### src/include/bp_defs.svh
// Widths and counts for the 4:4:4 block-prediction path only; chroma subsampling is not supported
`ifndef BP_DEFS_SVH
`define BP_DEFS_SVH

// Sample widths
`define BP_PIX_W        14
`define BP_QUANT_W      17
`define BP_QP_W         7

// Block geometry, 4:4:4 so every component is 2x8
`define BP_NUM_COMP     3
`define BP_ROWS         2
`define BP_COLS         8
`define BP_NUM_SUB      4

// Candidate vectors and search ranges
`define BP_NUM_BPV      64
`define BP_ABOVE_LEN    33
`define BP_RANGE_C_LEN  33
`define BP_LEFT_BLKS    4

`endif

### src/verilog/bpPkg.sv
// Shared BP types; widths follow bp_defs.svh and must not be changed per instance
`include "bp_defs.svh"

package bpPkg;

  typedef logic [`BP_PIX_W-1:0] pixel_t;
  typedef logic signed [`BP_QUANT_W-1:0] quant_t;
  typedef logic [`BP_QP_W-1:0] qp_t;
  typedef logic [$clog2(`BP_NUM_BPV)-1:0] sel_t; // Vector index

  // Block coding modes, only BP and BP-skip are handled here
  typedef enum logic [2:0] {
    MODE_XFORM   = 3'd0,
    MODE_BP      = 3'd1,
    MODE_MPP     = 3'd2,
    MODE_MPPF    = 3'd3,
    MODE_BP_SKIP = 3'd4
  } blockMode_e;

  // Start-of-slice progress, counts left blocks seen
  typedef enum logic [2:0] {
    IDLE = 3'd0,
    SOS  = 3'd1,
    BLK1 = 3'd2,
    BLK2 = 3'd3,
    BLK3 = 3'd4,
    BLK4 = 3'd5,
    RUN  = 3'd6
  } sliceState_e;

endpackage

### src/verilog/sliceContext.sv
// Slice-start tracking and BP master QP; csc value 1 is taken as YCoCg, maxQp above 127 wraps
`timescale 1ns/1ps
`include "bp_defs.svh"

module sliceContext (
  input  logic                                     clk,
  input  logic                                     rst_n,
  input  logic                                     flush,
  input  logic                                     sos,
  input  logic                                     leftValid,
  input  logic                                     fbls,
  input  logic                                     qpValid,
  input  logic [1:0]                               csc,
  input  logic [12:0]                              midPoint,
  input  logic signed [7:0]                        masterQp,
  input  logic signed [6:0]                        minQp,
  input  logic [8:0]                               maxQp,
  output logic signed [7:0]                        masterQpForBp,
  output bpPkg::sliceState_e                       state,
  output logic                                     firstLine,
  output bpPkg::pixel_t [`BP_NUM_COMP-1:0]         meanValue
);

  logic signed [9:0] qpSum;
  logic signed [9:0] qpClamped;

  // Advances once per left block until four are held
  always_ff @(posedge clk or negedge rst_n) begin
    if (!rst_n) begin
      state <= bpPkg::IDLE;
    end else if (flush) begin
      state <= bpPkg::IDLE;
    end else begin
      case (state)
        bpPkg::IDLE: if (sos) state <= bpPkg::SOS;
        bpPkg::RUN:  if (sos) state <= bpPkg::SOS;  // Next slice
        default:     if (leftValid) state <= bpPkg::sliceState_e'(state + 3'd1);
      endcase
    end
  end

  always_ff @(posedge clk or negedge rst_n) begin
    if (!rst_n) begin
      firstLine <= 1'b1;
    end else if (flush) begin
      firstLine <= 1'b1;
    end else if (qpValid) begin
      firstLine <= fbls;
    end
  end

  always_comb begin
    for (int c = 0; c < `BP_NUM_COMP; c++) begin
      meanValue[c] = (csc == 2'd1 && c > 0) ? '0 : {1'b0, midPoint}; // Chroma centred on zero
    end
  end

  // Offset then clamp into minQp..maxQp
  always_comb begin
    qpSum = 10'(masterQp) + (firstLine ? 10'sd4 : 10'sd2);
    if (qpSum < 10'(minQp)) begin
      qpClamped = 10'(minQp);
    end else if (qpSum > $signed({1'b0, maxQp})) begin
      qpClamped = $signed({1'b0, maxQp});
    end else begin
      qpClamped = qpSum;
    end
  end

  assign masterQpForBp = qpClamped[7:0];

endmodule
### config.mk
export PLATFORM = sky130hd
export DESIGN_NAME = sliceContext
export DESIGN_NICKNAME = d
export VERILOG_FILES = /design/src/verilog/bpPkg.sv /design/src/verilog/sliceContext.sv
export VERILOG_INCLUDE_DIRS = /design/src /design/src/include
export SDC_FILE = /design/constraint.sdc
export NUM_CORES = 1
export LEC_CHECK = 0
export ABC_AREA = 1
export BUFFER_PORTS_ARGS = -buffer_cell sky130_fd_sc_hd__buf_2
export CAP_MARGIN = 20
export CORE_MARGIN = 2
export CORE_UTILIZATION = 38
export CTS_CLUSTER_DIAMETER = 100
export DETAILED_ROUTE_END_ITERATION = 16
export PLACE_DENSITY = 0.77
export SLEW_MARGIN = 25
export SYNTH_ARGS = -nofsm -noshare
export SYNTH_HDL_FRONTEND = slang
export SYNTH_SLANG_ARGS = --single-unit
export TNS_END_PERCENT = 5
### constraint.sdc
create_clock -name clk -period 3.1 [get_ports clk]
set_input_delay 0.62 -clock clk [delete_from_list [all_inputs] [get_ports clk]]
set_output_delay 0.62 -clock clk [all_outputs]
set_load 0.02 [all_outputs]
==> impl_metrics.csv <==
group,metric,value,unit
power,clockPowerShare,16.5,%
floorplanning,die_h,65.4,microns
floorplanning,placementRows,22,
worst_setup_path,endpoint,"masterQpForBp[7]",
worst_setup_path,worst_r2r_endpoint,"state[0]",
cts,ctsHtreeMaxLevel,1,
cts,cts_tree,"done",
worst_setup_path,arrival,3050,ps
global_route,grt_max_degree,14,
cts,clk_pin_slew,30,ps
placed_design,gp_congestion,0.943,
status,violations,"negative setup slack",
floorplanning,initial_utilization,39.4,%
power,sequentialPowerShare,9.8,%
placed_design,dp_hpwl,3330,microns
sta,fin_ws,-568,ps
sta,max_freq,0.273,GHz
cts,cts.sinks,4,
sta,skew,6.24,ps
drt,via_count,1775,
global_route,grt_first_pass_wirelength,5940,microns
worst_setup_path,critPathCaptureType,"output pin",
sta,final.period_utilization,118,%
worst_setup_path,cp_cell_sequence,"inv_2 > ha_4 > fa_2 > nand2_2 > inv_2 > nand4_1 > xor2_1 > inv_2 > ha_4 > a21oi_1 > nand2_4 > nand2_4 > nand2_1 > nand3_2 > nand2_2 > buf_6",
finish,final_nets,408,
cts,cts_max_path_buffers,2,
logic_synthesis,ys_warn_count,0,
power,p_per_area,319,nW/um^2
floorplanning,ios,100,
status,status,"finished, violations left",
cts,cts_root_buf,"clkbuf_8",
logic_synthesis,syn-cell-area,1430,sq um
worst_setup_path,cp.required,2480,ps
worst_setup_path,crit_family,"adder cells",
global_route,grt_pass1_vias,1470,
drt,wire_per_inst,11.4,microns
power,share_comb_of_total_power,73.7,%
finish,fin_util,60.3,%
floorplanning,die-area,4280,sq um
global_route,grt.overflow.total,0,
finish,final_cell_area,2190,sq um
min_path,hold_class,"input pin to async pin",
worst_setup_path,crit_slowest_cell,"dfstp_2",
sta,setup-violations-final,8,
placed_design,portBuffers,96,
worst_setup_path,r2r-start,"state[0]",
power,intPower,0.360,mW
worst_setup_path,cp-start-kind,"flop",
global_route,use_met1,19.1,%
finish,drive_above_1_share,50.4,%
sta,worst_pin_slew,759,ps
cts,numCtsBuffers,3,
worst_setup_path,r2r_setup_slack,1570,ps
worst_setup_path,worstPathMaxFanout,8,
sta,rsz0062_at_grt,"yes",
sta,slew_violations,0,
drt,drt_iter0_drc,68,
sta,finalCriticalPeriod,3670,ps
global_route,grtUsageMet3,2.40,%
job,drv_cap,0,
floorplanning,core-area,3630,sq um
drt,totalWireLength,4410,microns
drt,drc,0,
sta,hold_viol,0,
floorplanning,die_w,65.4,microns
worst_setup_path,criticalPathCategory,"flop to output pin",
drt,ant_nets,0,
placed_design,dpl-instance-area,1900,sq um
global_route,grtUsageTotal,17.6,%
sta,relSlewSlack,49.2,%
finish,antenna_cells,0,
power,switchingPower,0.339,mW
logic_synthesis,ys_seq_area_share,7.07,%
worst_setup_path,cpPeakStageDelay,520,ps
global_route,top_usage_layer,"met2",
power,power,0.699,mW
global_route,grt_antenna_before_repair,0,
power,power_leakage,1.39,nW
cts,insertion_delay,220,ps
worst_setup_path,ff2ff_path_depth,9,
logic_synthesis,synth_cell_type_count,29,
global_route,grtUsageMet2,36.4,%
worst_setup_path,startpoint,"firstLine",
logic_synthesis,avgSynthCellArea,5.85,sq um
power,ir_worst_vdd,0.000299,V
worst_setup_path,crit_buf_inv,4,
worst_setup_path,path_common_cell,"inv_2",
worst_setup_path,crit_cells,16,
logic_synthesis,ys_ff_latch,4,
logic_synthesis,synth_cells,245,
finish,syn_to_final_growth,52.8,%
drt,viasPerCell,4.59,
drt,drt_pass1_iterations,4,
power,switching_share,48.5,%
[cell type report]
type | instances | area (sq um)
fillers | 322 | 1440
multi-input cells | 156 | 1070
flip-flops and latches | 4 | 101
inverters | 59 | 229
repair buffers | 116 | 684
well taps | 48 | 60.1
clock buffers | 4 | 45.0
[state kept, by name, summed over array words and instances, names as in the netlist]
register and cells:
firstLine 1, state 3
[stage by stage]
stage	hold WS, ps	worst slack [ps]	cells	setup TNS [ps]
finish	202	-568	387	-4350
global route	200	-726	387	-5700
CTS	199	-539	385	-4200
detailed placement	428	-564	376	-4400
global placement	427	-502	376	-3930
floorplan	324	-194	247	-1490
[synthesized netlist by cell type, drive strengths merged]
master | n | area share (%)
o211ai | 1 | 0.52
nand3 | 22 | 8.0
nand4 | 2 | 0.87
fa | 1 | 1.4
inv | 59 | 15
nand2 | 63 | 18
nor2 | 23 | 6.7
buf | 29 | 15
dfstp | 1 | 1.8
o21ai | 5 | 2.0
clkbuf | 1 | 0.26
ha | 21 | 18
conb | 1 | 0.26
dfrtp | 3 | 5.2
a21oi | 6 | 2.1
a21boi | 1 | 0.79
xor2 | 2 | 1.2
or2 | 2 | 0.87
a22oi | 1 | 0.52
o22ai | 1 | 0.44
[power by group through the flow]
stage	clock network [mW]	logic, mW	registers, mW
global placement	0	0.421	0.0690
finish	0.115	0.515	0.0684
detailed placement	0	0.428	0.0687
floorplan	0	0.297	0.0783
global route	0.121	0.563	0.0697
CTS	0.118	0.453	0.0684
[worst min-delay path by stage]
stage | from | end | depth (start not counted)
floorplan | rst_n | state[0] | 0
global placement | rst_n | state[1] | 1
detailed placement | rst_n | state[1] | 1
CTS | rst_n | state[0] | 1
global route | rst_n | state[0] | 1
finish | rst_n | state[0] | 1
[cells by family (layout without fill, tap and decap cells)]
group / after synthesis / count (layout) / synth area share (%)
simple gates: 112 / 114 / 34.4
buf+inv: 89 / 179 / 30.9
fa+ha+maj: 22 / 22 / 19.7
compound gates: 15 / 15 / 6.38
flops: 4 / 4 / 7.07
xor+xnor: 2 / 2 / 1.22
other cells: 1 / 3 / 0.262
[metal layers]
layer / wire (microns) / vias up / part of all wire (%)
li1: - / 900 / -
met1: 1680 / 768 / 38
met2: 2290 / 99 / 52
met3: 352 / 8 / 8.0
met4: 84 / 0 / 1.9
met5: 0 / - / 0
[worst register-to-register path, cell delays in order, from the launching register on]
cell,delay (ps)
dfrtp_1,370
inv_1,100
ha_1,190
or2_1,230
o21ai_2,100
inv_2,60
nand2_2,60
nand3_2,100
o211ai_1,100
o21ai_1,80
[cells in the final DEF, fill, tap and decap left out, types with 3 or more instances in the layout]
cell and instances:
a21oi_1 5, buf_2 88, buf_4 19, buf_6 9, clkbuf_8 3, conb_1 3, dfrtp_1 3, ha_1 17
ha_4 4, inv_1 53, inv_2 5, nand2_1 43, nand2_2 17, nand2_4 4, nand3_1 12, nand3_2 10
nor2_1 19, nor2_2 3
[timing repair]
item,4_1_cts,5_1_grt
hold buffers,0,0
resized for setup,12,36
gates cloned,1,1
buffers inserted,4,1
setup endpoints to repair,8,8
pin swaps,2,11
No activity file was read; power rests on OpenSTA's default activity.
